===== config.mk =====
export PLATFORM = sky130hd
export DESIGN_NAME = restore_walker
export DESIGN_NICKNAME = d
export VERILOG_FILES = /design/src/verilog/restore_walker.sv
export VERILOG_INCLUDE_DIRS = /design/src /design/src/include
export SDC_FILE = /design/constraint.sdc
export NUM_CORES = 1
export LEC_CHECK = 0
export BUFFER_PORTS_ARGS = -buffer_cell sky130_fd_sc_hd__buf_2
export CORE_AREA = 2 2 39 41
export DETAILED_ROUTE_END_ITERATION = 8
export DIE_AREA = 0 0 41 43
export SYNTH_ARGS = -nofsm -noshare
export SYNTH_HDL_FRONTEND = slang
export SYNTH_SLANG_ARGS = --single-unit

===== constraint.sdc =====
create_clock -name clk -period 1.4 [get_ports clk]
set_input_delay 0.21 -clock clk [delete_from_list [all_inputs] [get_ports clk]]
set_output_delay 0.21 -clock clk [all_outputs]
set_load 0.02 [all_outputs]

===== src/include/lsu_cfg.svh =====
`ifndef LSU_CFG_SVH
`define LSU_CFG_SVH

// Memory geometry, both copies share it
`define LSU_MEM_WORDS   256
`define LSU_WADDR_BITS  8

// Entries in the request and commit queues
`define LSU_QUEUE_DEPTH 4

// Tag widths carried with each load
`define LSU_TAG_BITS    32
`define LSU_PHY_BITS    8

`endif

===== src/verilog/restore_walker.sv =====
`timescale 1ns/1ps
`include "lsu_cfg.svh"

module restore_walker (
    input  logic                       clk,
    input  logic                       reset,
    input  logic                       flush,
    output logic                       busy,
    output logic [`LSU_WADDR_BITS-1:0] waddr
);

    localparam logic [`LSU_WADDR_BITS-1:0] LAST_WORD = `LSU_WADDR_BITS'(`LSU_MEM_WORDS - 1);

    // One word per cycle, busy spans the whole sweep
    always_ff @(posedge clk) begin
        if (reset) begin
            busy  <= 1'b0;
            waddr <= '0;
        end else if (flush) begin
            busy  <= 1'b1;  // Sweep starts at word 0 next cycle
            waddr <= '0;
        end else if (busy) begin
            if (waddr == LAST_WORD) begin
                busy  <= 1'b0;
                waddr <= '0;
            end else begin
                waddr <= waddr + 1'b1;
            end
        end
    end

    // The core must not raise a second exception mid-restore
    a_no_flush_while_busy: assert property (@(posedge clk) disable iff (reset)
        flush |-> !busy);

endmodule


==> results of run 1 <==
cells in the mapped netlist, drive strengths merged:
cell type  instances
nand3              2
nor2               6
mux2i              1
a211o              1
buf                1
dfxtp              9
nand4              3
or3                2
o31ai              2
nand2              3
and3               1
inv                3
xnor2              1
xor2               3
ha                 1
a21oi              3
o21ai              3
area by class of cell:
cell class	count	area share, %
Clock buffer	3	4.157
Clock inverter	1	0.9238
Inverter	3	2.079
Multi-Input combinational cell	32	39.72
Sequential cell	9	33.72
Tap cell	16	3.695
Timing Repair Buffer	15	15.70
per-layer routing:
metal | part of all wire (%) | track usage, % | up-vias
met5 | 0 | 0 | -
met4 | 1.5 | 6.000 | 0
met3 | 9.2 | 7.853 | 2
met2 | 41 | 13.75 | 13
met1 | 48 | 13.96 | 164
li1 | - | - | 194
logic make-up after synthesis:
group / after synthesis / share of synthesized area, %
AO/OA/AOI/OAI: 9 / 15.20
XOR/XNOR: 4 / 8.512
adder cells (fa/ha/maj): 1 / 3.039
buffers and inverters: 4 / 4.560
flip-flops: 9 / 43.77
multiplexers: 1 / 2.432
AND/OR/NAND/NOR: 17 / 22.49
how the worst max path moves through the flow:
| stage | from | to | slack, ns | cells after the start |
|---|---|---|---|---|
| 3_3_place_gp | waddr[1] | waddr[6] | 0.11 | 4 |
| 3_5_place_dp | waddr[1] | waddr[6] | 0.06 | 4 |
| 4_1_cts | waddr[1] | waddr[6] | 0.05 | 4 |
| 6_report | waddr[1] | waddr[6] | 0.12 | 4 |
| 5_1_grt | waddr[1] | waddr[6] | 0.04 | 4 |
| 2_1_floorplan | waddr[1] | waddr[6] | 0.01 | 4 |
flip-flops by register name, indices dropped and copies added (netlist names):
name	count
waddr	8
busy	1
through the flow:
step	cell area (um^2)	utilization (%)	worst slack, ns
finish	541.8	39.15	0.1220
CTS	538.0	38.88	0.04558
detailed placement	510.5	36.89	0.05790
global route	541.8	39.15	0.04125
floorplan	412.9	-	0.01436
global placement	510.5	36.89	0.1133
power breakdown:
group / total [W] / switching [W] / internal (W)
sequential: 0.000265 / 0.00000452 / 0.000260
clock: 0.000202 / 0.0000966 / 0.000106
combinational: 0.0000347 / 0.0000190 / 0.0000157
total: 0.000502 / 0.000120 / 0.000381
what timing repair did:
| action | CTS | global route |
|---|---|---|
| setup endpoints to repair | 0 | 3 |
| gates resized for setup | 0 | 2 |
| hold endpoints to repair | 0 | 0 |
worst reg2reg max path, cell delays in order (launching register included):
cell and delay, ns:
dfxtp_2 0.36, ha_2 0.22, nand3_2 0.11, or3_1 0.37
a21oi_1 0.16
==> results.cfg, run 1 <==
[status]
outcome = complete, no violations

[layout]
fillers = 143
antenna_cells = 0
layout-drive-gt1-share_pct = 41.27
syn_to_final_growth_pct = 31.61
multiInputGateArea_um2 = 215.2
final_cells = 79
final_common_cell = buf_2
finalNetCount = 68
seq_area_um2 = 182.7
layout_common_cells = buf_2 (11), dfxtp_1 (7), nor2_1 (6)

[route]
antenna_left = 0
vias_per_cell = 4.722
wl_per_cell_um = 10.30
routed_wl_um = 814
firstDrtPassIters = 2
drc = 0
drt_iter0_markers = 12
num_vias = 373

[worst_setup_path]
cp_num_buf_inv = 0
end_kind = register
path_cells = ha_2, nand3_2, or3_1, a21oi_1
worstSetupPathType = reg -> reg
cp_data_required_time_ns = 1.60
rr_startpoint = waddr[1]
rr_worst_depth = 4
critPathMaxFanout = 4
max_stage_delay_ns = 0.37
slowest_stage = or3_1
r2r_end = waddr[6]
start_kind = register
critPathTopFamily = simple AND/OR/NAND/NOR gates
r2r_slack_ns = 0.12
critical_path_arrival_ns = 1.47

[clock_network]
cts_max_level = 1
cts_tree = built
clock_path_buffers = 2
cts_setup_buffers = 0
numCtsBuffers = 3
clkTransAtPathRegs_ns = 0.06
clockRootBuffer = clkbuf_4
cts.sinks = 9
clk_latency_ns = 0.27
hold_buffers = 0

[synthesis]
synth.area.top_cells = dfxtp_1 (44%), xor2_1 (6.4%), nor2_1 (5.5%)
synth_top_area_share_pct = 43.77
ys_ff_latch = 9
syn_nets = 49
syn-mean-instance-area_um2 = 9.148
synth_cell_type_count = 21
syn_inst = 45
syn-cell-area_um2 = 411.6
synth_top_area_cell = dfxtp_1
ys_seq_area_share_pct = 43.77
yosys_warnings = 0

[floorplanning]
start_util_pct = 29.75
rows = 14
core_um2 = 1384
dieArea_um2 = 1763
die_h_um = 43
io_pins = 12
die_x_um = 41

[worst_hold_path]
holdPathEnd = busy
hp-class = in -> reg
hp-start = reset
whs_path_depth = 2

[timing]
setup_viol = 0
fin_hold_ws_ns = 0.1078
post-route-period-util_pct = 91.28
setup_tns_ns = 0
fmax_ghz = 0.7825
fin_crit_ns = 1.278
rsz0062_at_grt = no
relSlewSlack_pct = 77.89
worst-slew-pin-transition_ns = 0.3297
finalHoldViolCount = 0
maxSlewViolCount = 0
finalClockSkew_ns = 0.004060

[global_routing]
antenna_found_initial = 0
grt_overflow = 0
grt_pass1_wl_um = 1255
grt_pass1_vias = 302
gr-usage-all-layers_pct = 11.18
grt_max_degree = 7

[power_and_ir_drop]
peakVddDrop_v = 0.0007043
power.total_w = 0.0005015
p_leak_nw = 0.2348
power_density_nw_per_um2 = 925.7

[placement]
dpl.cell_count = 75
place_congestion = 0.7131
dp_hpwl_um = 628.1
io_buffers = 11

[flow_run]
cap_viol_max_count = 0
No activity file was read; power rests on OpenSTA's default activity.
==> inputs of run 2 (changes only) <==
- PLACE_DENSITY: default -> 0.57
- TNS_END_PERCENT: default -> 50
==> results.cfg, run 2 (synthesized netlist as in run 1, its figures left out) <==
[timing]
maxSlewViolCount = 0
relSlewSlack_pct = 77.95
rsz0062_at_grt = yes
fmax_ghz = 0.7662
layout_setup_ws_ns = 0.09494
fin_hold_ws_ns = 0.1106
finalHoldViolCount = 0
fin_crit_ns = 1.305
finalClockSkew_ns = 0.002201
worst-slew-pin-transition_ns = 0.3287
setup_viol = 0
post-route-period-util_pct = 93.22

[worst_setup_path]
critical_path_arrival_ns = 1.45
start_kind = register
critPathMaxFanout = 4
slowest_stage = dfxtp_1
path_cells = ha_1, nand3_2, o31ai_2, nor2_1
rr_startpoint = waddr[1]
cp_num_cells = 4
max_stage_delay_ns = 0.40
end_kind = register
startpoint = waddr[1]
cp_data_required_time_ns = 1.54
cp_num_buf_inv = 0
r2r_slack_ns = 0.09
worstSetupPathType = reg -> reg
rr_worst_depth = 4
critPathTopFamily = flip-flops
r2r_end = waddr[0]

[placement]
dp_hpwl_um = 680.9
io_buffers = 11
place_congestion = 0.6823
dpl_worst_slack_ns = 0.1272

[layout]
finalNetCount = 69
top_register = waddr
fillers = 145
syn_to_final_growth_pct = 32.22
reg.largest.list = waddr x8, busy x1
seq_area_um2 = 181.4
layout-drive-gt1-share_pct = 37.50
final_common_cell = buf_2
largest_register_ffs = 8
layout_common_cells = buf_2 (11), dfxtp_1 (8), nor2_1 (6)
multiInputGateArea_um2 = 212.7
antenna_cells = 0

[power_and_ir_drop]
power.total_w = 0.0005054
p_clk_share_pct = 40.5
power_frac_seq_pct = 52.5
power_frac_comb_pct = 7.0
peakVddDrop_v = 0.0003037
power_density_nw_per_um2 = 928.6
power.net_switching_w = 0.0001189
swShare_pct = 23.52
intPower_w = 0.0003865
p_leak_nw = 0.2397

[route]
num_vias = 372
antenna_left = 0
vias_per_cell = 4.650
drt_iter0_markers = 2
drc = 0
routed_wl_um = 907
wl_per_cell_um = 11.34
firstDrtPassIters = 2

[global_routing]
antenna_found_initial = 0
grt_max_degree = 7
gr-usage-all-layers_pct = 13.47
grt_pass1_vias = 362
grt_pass1_wl_um = 1497
grt_overflow = 0

[flow_run]
cap_viol_max_count = 0

[clock_network]
numCtsBuffers = 3
clock_path_buffers = 2
cts-resized-gates = 0
cts_setup_buffers = 0
cts_tree = built
clk_latency_ns = 0.26
clkTransAtPathRegs_ns = 0.06
cts_max_level = 1
hold_buffers = 0
cts.sinks = 9
clockRootBuffer = clkbuf_4

[worst_hold_path]
hp-start = reset
hp-class = in -> reg
holdPathEnd = busy
whs_path_depth = 2

[floorplanning]
rows = 14
start_util_pct = 29.75
die_x_um = 41
die_h_um = 43
core_um2 = 1384
dieArea_um2 = 1763
io_pins = 12

[status]
outcome = complete, no violations
[run 2: cell count changes in the layout (fill, tap and decap cells not counted)]
cell	before	now
buf_4	4	5
clkbuf_1	0	1
clkinv_2	1	0
dfxtp_1	7	8
dfxtp_2	2	1
ha_1	0	1
ha_2	1	0
[run 2: how the worst max path moves through the flow]
stage,endpoint,slack [ns]
3_3_place_gp,waddr[3],0.09
4_1_cts,waddr[0],0.10
3_5_place_dp,waddr[0],0.13
5_1_grt,waddr[3],-0.006
2_1_floorplan,waddr[6],0.01
6_report,waddr[0],0.09
[run 2: layout make-up]
| class | instances | area share [%] |
|---|---|---|
| timing repair buffer | 16 | 17.01 |
| tap | 16 | 3.678 |
| inverter | 3 | 2.069 |
| multi-input combinational | 32 | 39.08 |
| clock buffer | 4 | 4.828 |
| sequential | 9 | 33.33 |
[run 2: power groups by stage]
stage	Clock [W]	Sequential (W)	Combinational [W]
2_1_floorplan	0	0.000274	0.0000190
3_3_place_gp	0	0.000271	0.0000355
3_5_place_dp	0	0.000271	0.0000355
4_1_cts	0.000214	0.000265	0.0000357
5_1_grt	0.000226	0.000266	0.0000386
6_report	0.000205	0.000265	0.0000353
[run 2: routing by layer]
layer  GRT usage, %  up-vias  routed length [um]
li1               -      194                   -
met1          14.84      166                 434
met2          18.13        8                 414
met3          4.712        4                  32
met4          14.00        0                  26
met5              0        -                   0
[run 2: stage by stage]
stage               util (%)  setup TNS, ns  std cells  cell area (um^2)
floorplan                  -              0         45             412.9
global placement       37.43              0         76             518.0
detailed placement     37.43              0         76             518.0
CTS                    39.33              0         80             544.3
global route           39.33      -0.006245         80             544.3
finish                 39.33              0         80             544.3
