## src/include/lsu_cfg.svh

```systemverilog
`ifndef LSU_CFG_SVH
`define LSU_CFG_SVH

// Memory geometry, both copies share it
`define LSU_MEM_WORDS   256
`define LSU_WADDR_BITS  8

// Entries in the request and commit queues
`define LSU_QUEUE_DEPTH 4

// Tag widths carried with each load
`define LSU_TAG_BITS    32
`define LSU_PHY_BITS    8

`endif
```

## src/verilog/lsu_queue.sv

```systemverilog
`timescale 1ns/1ps
`include "lsu_cfg.svh"

module lsu_queue #(
    parameter type payload_t = logic [31:0]
) (
    input  logic     clk,
    input  logic     reset,
    input  logic     clear,
    input  logic     in_valid,
    output logic     in_ready,
    input  payload_t in_data,
    output logic     out_valid,
    input  logic     out_ready,
    output payload_t out_data
);

    localparam int DEPTH    = `LSU_QUEUE_DEPTH;
    localparam int PTR_BITS = (DEPTH > 1) ? $clog2(DEPTH) : 1;
    localparam int CNT_BITS = $clog2(DEPTH + 1);

    payload_t            slots [DEPTH];
    logic [PTR_BITS-1:0] wr_ptr;
    logic [PTR_BITS-1:0] rd_ptr;
    logic [CNT_BITS-1:0] count;
    logic                push;
    logic                pop;

    function automatic logic [PTR_BITS-1:0] next_ptr(input logic [PTR_BITS-1:0] ptr);
        return (ptr == PTR_BITS'(DEPTH - 1)) ? '0 : ptr + 1'b1;  // Wrap at depth
    endfunction

    assign in_ready  = (count != CNT_BITS'(DEPTH)) && !clear;  // Nothing lands while clearing
    assign out_valid = (count != '0);
    assign out_data  = slots[rd_ptr];
    assign push      = in_valid && in_ready;
    assign pop       = out_valid && out_ready;

    always_ff @(posedge clk) begin
        if (reset || clear) begin
            wr_ptr <= '0;
            rd_ptr <= '0;
            count  <= '0;
        end else begin
            if (push) wr_ptr <= next_ptr(wr_ptr);
            if (pop)  rd_ptr <= next_ptr(rd_ptr);
            case ({push, pop})
                2'b10:   count <= count + 1'b1;
                2'b01:   count <= count - 1'b1;
                default: count <= count;  // Idle or push and pop together
            endcase
        end
    end

    always_ff @(posedge clk) begin
        if (push) slots[wr_ptr] <= in_data;
    end

    // A write taken when full would overwrite the oldest entry
    a_no_write_when_full: assert property (@(posedge clk) disable iff (reset)
        push |-> (count == '0 || wr_ptr != rd_ptr));

    a_count_in_range: assert property (@(posedge clk) disable iff (reset)
        count <= CNT_BITS'(DEPTH));

endmodule

```

## config.mk

```make
export PLATFORM = sky130hd
export DESIGN_NAME = lsu_queue
export DESIGN_NICKNAME = d
export VERILOG_FILES = /design/src/verilog/lsu_queue.sv
export VERILOG_INCLUDE_DIRS = /design/src /design/src/include
export SDC_FILE = /design/constraint.sdc
export NUM_CORES = 1
export LEC_CHECK = 0
export BUFFER_PORTS_ARGS = -buffer_cell sky130_fd_sc_hd__clkbuf_2
export CELL_PAD_IN_SITES_DETAIL_PLACEMENT = 1
export CELL_PAD_IN_SITES_GLOBAL_PLACEMENT = 1
export CORE_MARGIN = 4
export CORE_UTILIZATION = 25
export DETAILED_ROUTE_END_ITERATION = 16
export PLACE_DENSITY_LB_ADDON = 0.1
export SLEW_MARGIN = 10
export SYNTH_ARGS = -nofsm -noshare
export SYNTH_HDL_FRONTEND = slang
export SYNTH_SLANG_ARGS = --single-unit
export TNS_END_PERCENT = 5
```

## constraint.sdc

```tcl
create_clock -name clk -period 5.74 [get_ports clk]
set_input_delay 0.574 -clock clk [delete_from_list [all_inputs] [get_ports clk]]
set_output_delay 0.574 -clock clk [all_outputs]
set_load 0.01 [all_outputs]
```

==> flow_summary.ini, run 1 <==
[sta]
min_period_ps = 2739
maxSlewViolCount = 0
finalSetupViolations = 0
tightest_slew_ps = 995.9
min_period_over_period_pct = 47.72
finalHoldViolations = 0
setup_slack_ps = 3001
relSlewSlack_pct = 33.61
fin_skew_ps = 6.972
fmax_ghz = 0.3651
rsz0062_at_grt = no
setup_tns_ps = 0

[logic_synthesis]
synthFlopType = edfxtp_1
synth_most_common_cell = edfxtp_1
ys_ff_latch = 137
synth_top_cell_area_share_pct = 75.15
async_reset_ff_share_pct = 0
synth-edff-count = 128
synth.distinct_cells = 26
synthCells = 224
yosys_warnings = 0
synth_commonest_cells = edfxtp_1 (128), mux4_2 (32), dfxtp_1 (9)
synth_area_per_cell_um2 = 22.83
synth_fp_nets = 268
ys_top_cells_by_area = edfxtp_1 (75%), mux4_2 (14%), dfxtp_1 (3.5%), ha_1 (1.5%), inv_1 (0.51%)
seq_area_frac_synth_pct = 78.67
yosys.area.top_type = edfxtp_1
synth_area_um2 = 5115

[floorplan]
die_area_um2 = 22810
start_util_pct = 25.36
die_height_um = 151.0
ioPinCount = 71
rows = 52
fp.dieW_um = 151.0
core_um2 = 20170

[cells_and_area]
areaGrowthSynthToFinish_pct = 25.00
antenna_cells = 0
fin_nets = 349
drive_gt1_share_pct = 45.60
design_area_um2 = 6394
final-instance-count-excl-fill = 588

[placement]
port-buffer-count = 70
place_ws_ps = 3319
placed_area_um2 = 5769
hpwl_um = 6223
place_inst = 556
gp_congestion = 0.6724

[setup_path]
critPathKind = reg2out
end_kind = output pin
cp_max_fo = 29
slowest_stage = mux4_2
cp.required_ps = 5170
cpPeakStageDelay_ps = 630
cp.arrival_ps = 2170
path_cells = buf_4, mux4_2, clkbuf_2
start_kind = flip-flop

[cts]
tritoncts = yes
path_clk_slew_ps = 60
cts-root-buf = clkbuf_16
cts_inserted_buffers = 17
clock_sinks = 137
h-tree-depth = 4
insertion_delay_ps = 410
cts_setup_buffers = 0
clockBufferDepth = 2
cts_resized = 0
hold_buffers = 0

[status]
outcome = complete, no violations

[routing]
ant_nets = 0
via_per_inst = 4.095
first_iter_violations = 87
dr.pass1.iters = 4
route.detailed.drc = 0
num_vias = 2408
wl_per_cell_um = 18.27
drt-total-wl_um = 10750

[job]
drv_cap = 0

[min_path]
hp-class = in2reg

[power]
leakage_nw = 2.127
vdd_ir_drop_max_mv = 0.1921
powerDensity_nw_per_um2 = 365.0

[global_route]
grt_pass1_wl_um = 16210
grt_max_degree = 33
antenna_found_initial = 1
grt_usage_pct = 10.09
globalRoute.totalOverflow = 0
first_global_vias = 2704
==> final timing paths <==
check	startpoint	end	slack [ps]	cells after the start
worst min-delay path	in_data[30]	slots[2][30]	380	1
worst min register to register	count[2]	count[2]	520	2
worst max-delay path	flip-flop	out_data[18]	3000	3
worst max register to register	count[2]	count[2]	3340	9
==> sequential cells by signal, summed over array words and instances, names as in the netlist, named ones only <==
register  count
wr_ptr        2
count         3
rd_ptr        2
slots       128
==> power breakdown <==
part           switching [mW]  internal (mW)
combinational          0.0444         0.0336
sequential            0.00392           1.11
clock                   0.417          0.727
==> per-stage QoR <==
step | util, % | power, mW | hold WS, ps
after floorplan | - | 1.169 | 462.4
after global placement | 28.60 | 1.212 | 509.8
after detailed placement | 28.60 | 1.213 | 512.7
after CTS | 31.70 | 2.370 | 356.9
after global routing | 31.70 | 2.421 | 371.9
final | 31.70 | 2.334 | 383.1
==> cell families after synthesis <==
group                    after synthesis  synth area share (%)
buffers and inverters                 16                 1.419
AO/OA/AOI/OAI                          8                 1.125
XOR/XNOR                               2                0.3425
flip-flops                           137                 78.67
adder cells (fa/ha/maj)                7                 1.859
AND/OR/NAND/NOR                       22                 2.495
multiplexers                          32                 14.09
==> final cells by class <==
| class | count | area, um2 |
|---|---|---|
| timing repair buffer | 71 | 357.8 |
| inverter | 7 | 26.28 |
| sequential | 137 | 4026 |
| multi-input combinational | 71 | 1021 |
| fill | 2068 | 13780 |
| clock inverter | 15 | 198.9 |
| clock buffer | 17 | 425.4 |
| tap | 270 | 337.8 |
==> placed cells by master, fill, tap and decap left out, drive strengths merged <==
cell,netlist,layout
o21ai,2,2
nor2,5,5
edfxtp,128,128
nand3,1,1
o31ai,3,3
clkinv,0,5
or3,3,3
xor2,2,2
nor2b,2,2
clkbuf,0,87
nand2,2,2
clkinvlp,0,4
mux4,32,32
a21oi,3,3
dfxtp,9,9
and3,4,4
and2,1,1
or3b,1,1
nand4,2,2
or2,1,1
fa,1,1
ha,6,6
buf,9,1
inv,7,9
bufinv,0,4
==> routing by layer <==
metal / vias to the layer above / global-route usage (%) / wire length (um)
met1: 1251 / 12.15 / 4590
li1: 1090 / - / -
met3: 13 / 3.680 / 564
met5: - / 0 / 13
met4: 2 / 3.944 / 159
met2: 52 / 16.52 / 5417
==> worst max-delay path: cells and delay by family, from the launching register on <==
family   cells  cell delay, ps
mux          1             630
buf+inv      2             720
flops        1             390
No activity file was read; power rests on OpenSTA's default activity.
==> run 2, diff against run 1 <==
--- a/config.mk
+++ b/config.mk
@@ -6,6 +6,7 @@
 export SDC_FILE = /design/constraint.sdc
 export NUM_CORES = 1
 export LEC_CHECK = 0
+export ABC_AREA = 1
 export BUFFER_PORTS_ARGS = -buffer_cell sky130_fd_sc_hd__clkbuf_2
 export CELL_PAD_IN_SITES_DETAIL_PLACEMENT = 1
 export CELL_PAD_IN_SITES_GLOBAL_PLACEMENT = 1
==> constraint.sdc (replaced) <==
create_clock -name clk -period 2.47 [get_ports clk]
set_input_delay 0.247 -clock clk [delete_from_list [all_inputs] [get_ports clk]]
set_output_delay 0.247 -clock clk [all_outputs]
set_load 0.01 [all_outputs]
==> run 2 against run 1 <==
Net effect: wire length is 22% higher; die area is 3.3% higher; clock skew is 0.98 ps lower; sequential share of layout area is 1.7 points lower; area after synthesis is 3.5% higher; clock-buffer cell count is 2 higher; critical endpoint is now out_data[0].
==> flow_summary.ini, run 2 <==
[global_route]
use_met2_pct = 18.15
antenna_found_initial = 1
gr-max-usage-layer = met2
gr-usage-met3_pct = 3.288
grt_pass1_wl_um = 20420
grt_usage_pct = 11.39
globalRoute.totalOverflow = 0
grt_use_met1_pct = 14.87
grt_max_degree = 65
first_global_vias = 3523

[logic_synthesis]
synthCells = 381
seq_area_frac_synth_pct = 76.01
synth.distinct_cells = 22
ys_top_cells_by_area = edfxtp_1 (73%), nor2_1 (5.7%), o22ai_1 (3.8%), o21ai_0 (3.7%), dfxtp_1 (3.4%)
synth_most_common_cell = edfxtp_1
ys_ff_latch = 137
synth_top_cell_area_share_pct = 72.61
synth_area_per_cell_um2 = 13.89
synthFlopType = edfxtp_1
synth_fp_nets = 425
synth_commonest_cells = edfxtp_1 (128), nor2_1 (80), o21ai_0 (39)
async_reset_ff_share_pct = 0
synth-edff-count = 128
yosys.area.top_type = edfxtp_1
synth_area_um2 = 5294
yosys_warnings = 0

[power]
vdd_ir_drop_max_mv = 0.4316
power_frac_comb_pct = 5.0
leakage_nw = 2.359
powerDensity_nw_per_um2 = 837.6
p_switching_mw = 1.147
internal_power_mw = 4.359
p_sw_share_pct = 20.83
power_frac_clock_pct = 47.8
seqPwrFrac_pct = 47.1

[cts]
clockBufferDepth = 2
cts-root-buf = clkbuf_16
path_clk_slew_ps = 60
cts_inserted_buffers = 17
cts_resized = 0
cts_setup_buffers = 0
hold_buffers = 0
tritoncts = yes
insertion_delay_ps = 420
clock_sinks = 137
h-tree-depth = 4

[cells_and_area]
top_register = slots
fin_nets = 508
ff_latch_area_um2 = 4025
top_regs = slots: 128 flops, count: 3 flops
areaGrowthSynthToFinish_pct = 24.18
final-instance-count-excl-fill = 746
multi_input_area_um2 = 1064
nFillCells = 2238
antenna_cells = 0
mostFrequentLayoutCell = edfxtp_1
drive_gt1_share_pct = 25.21
final_cell_mix = edfxtp_1 (128), nor2_1 (76), clkbuf_2 (70)
largest_reg_flops = 128

[floorplan]
fp.dieW_um = 153.5
die_height_um = 153.5
start_util_pct = 25.75
ioPinCount = 71
die_area_um2 = 23570
core_um2 = 20560
rows = 52

[sta]
setup_tns_ps = 0
min_period_over_period_pct = 87.27
min_period_ps = 2155
fmax_ghz = 0.4639
maxSlewViolCount = 0
finalSetupViolations = 0
fin_skew_ps = 5.994
rsz0062_at_grt = no
tightest_slew_ps = 468.0
finalHoldViolations = 0
relSlewSlack_pct = 68.80

[routing]
num_vias = 3265
first_iter_violations = 127
dr.pass1.iters = 4
ant_nets = 0
via_per_inst = 4.377
drt-total-wl_um = 13140
route.detailed.drc = 0
wl_per_cell_um = 17.61

[min_path]
hold_depth = 2
hp-class = in2reg
worstHoldStart = reset
min_to = count[0]

[job]
drv_cap = 0

[setup_path]
worstReg2RegStart = count[1]
start_kind = flip-flop
slowest_stage = dfxtp_2
rr_worst_depth = 12
cp.required_ps = 2220
rrSetupSlack_ps = 570
end_kind = output pin
path_buf_inv = 2
cpPeakStageDelay_ps = 620
cp_max_fo = 22
critPathTopFamily = flip-flops
rr_endpoint = count[2]
critPathKind = reg2out
cp.arrival_ps = 1910
path_cells = buf_4, o21ai_0, o22ai_1, clkbuf_2

[status]
outcome = complete, no violations

[placement]
gp_congestion = 0.6907
port-buffer-count = 70
hpwl_um = 7993
place_inst = 715
-- run 2: cell types whose count changed after synthesis, sizes merged, moves of 4 or more --
cell / before / now
mux4: 32 / 0
and3: 4 / 0
nand2: 2 / 12
o22ai: 0 / 32
buf: 9 / 18
inv: 7 / 19
o21ai: 2 / 67
nor2: 5 / 81
-- run 2: how the worst max path moves through the flow --
stage                          from           to  slack (ps)  cells after the start
after global placement     count[1]     count[2]         640                     12
after detailed placement   count[1]     count[2]         560                     12
after global routing      flip-flop  out_data[0]         140                      4
final                     flip-flop  out_data[0]         310                      4
after CTS                 flip-flop  out_data[0]         260                      4
after floorplan            count[1]  slots[0][0]          60                      4
-- run 2: logic make-up (layout without fill, tap and decap cells) --
family                     count (synthesis)  count (layout)  synth area share (%)
adders and majority gates                  7               7                 1.796
buffers and inverters                     38             133                 4.467
and+or+nand+nor                           98              98                 7.421
AOI/OAI and AO/OA                        101             101                 10.30
DFF                                      137             137                 76.01
-- run 2: power groups by stage --
stage	Combinational [mW]	Sequential (mW)	Clock [mW]
floorplan	0.142	2.64	0
global placement	0.284	2.64	0
detailed placement	0.289	2.64	0
CTS	0.290	2.60	2.71
global route	0.316	2.60	2.79
finish	0.277	2.59	2.63
-- run 2: stage by stage --
stage,instance area (um2),util [%],hold slack [ps],power (mW),worst slack [ps]
global route,6574,31.97,22.39,5.704,143.1
CTS,6574,31.97,0.2055,5.593,260.5
detailed placement,5966,29.02,452.2,2.933,564.6
global placement,5966,29.02,442.4,2.927,641.3
floorplan,5294,-,325.1,2.783,59.93
finish,6574,31.97,17.80,5.506,314.6
-- run 2: layout make-up --
class / count / share of cell area, %
sequential: 137 / 61.23
multi-input combinational: 206 / 16.18
clock buffer: 19 / 6.585
tap: 270 / 5.139
timing repair buffer: 83 / 7.004
inverter: 19 / 1.199
clock inverter: 12 / 2.665
-- run 2: worst reg2reg max path, stage by stage, from the launching register on --
cell and delay (ps):
dfxtp_1 330, nor2_2 150, nand2_1 140, nand3_4 170, ha_1 190, inv_1 60, fa_1 390, inv_1 70
nand2_1 50, nand3_1 90, nand2_1 60, nand2_1 50, nor2_1 40
-- run 2: per-layer routing --
metal,routed length [um],up-vias,part of all wire [%]
met4,164,2,1.2
li1,-,1568,-
met1,6214,1620,47
met3,464,17,3.5
met5,11,-,0.084
met2,6281,58,48
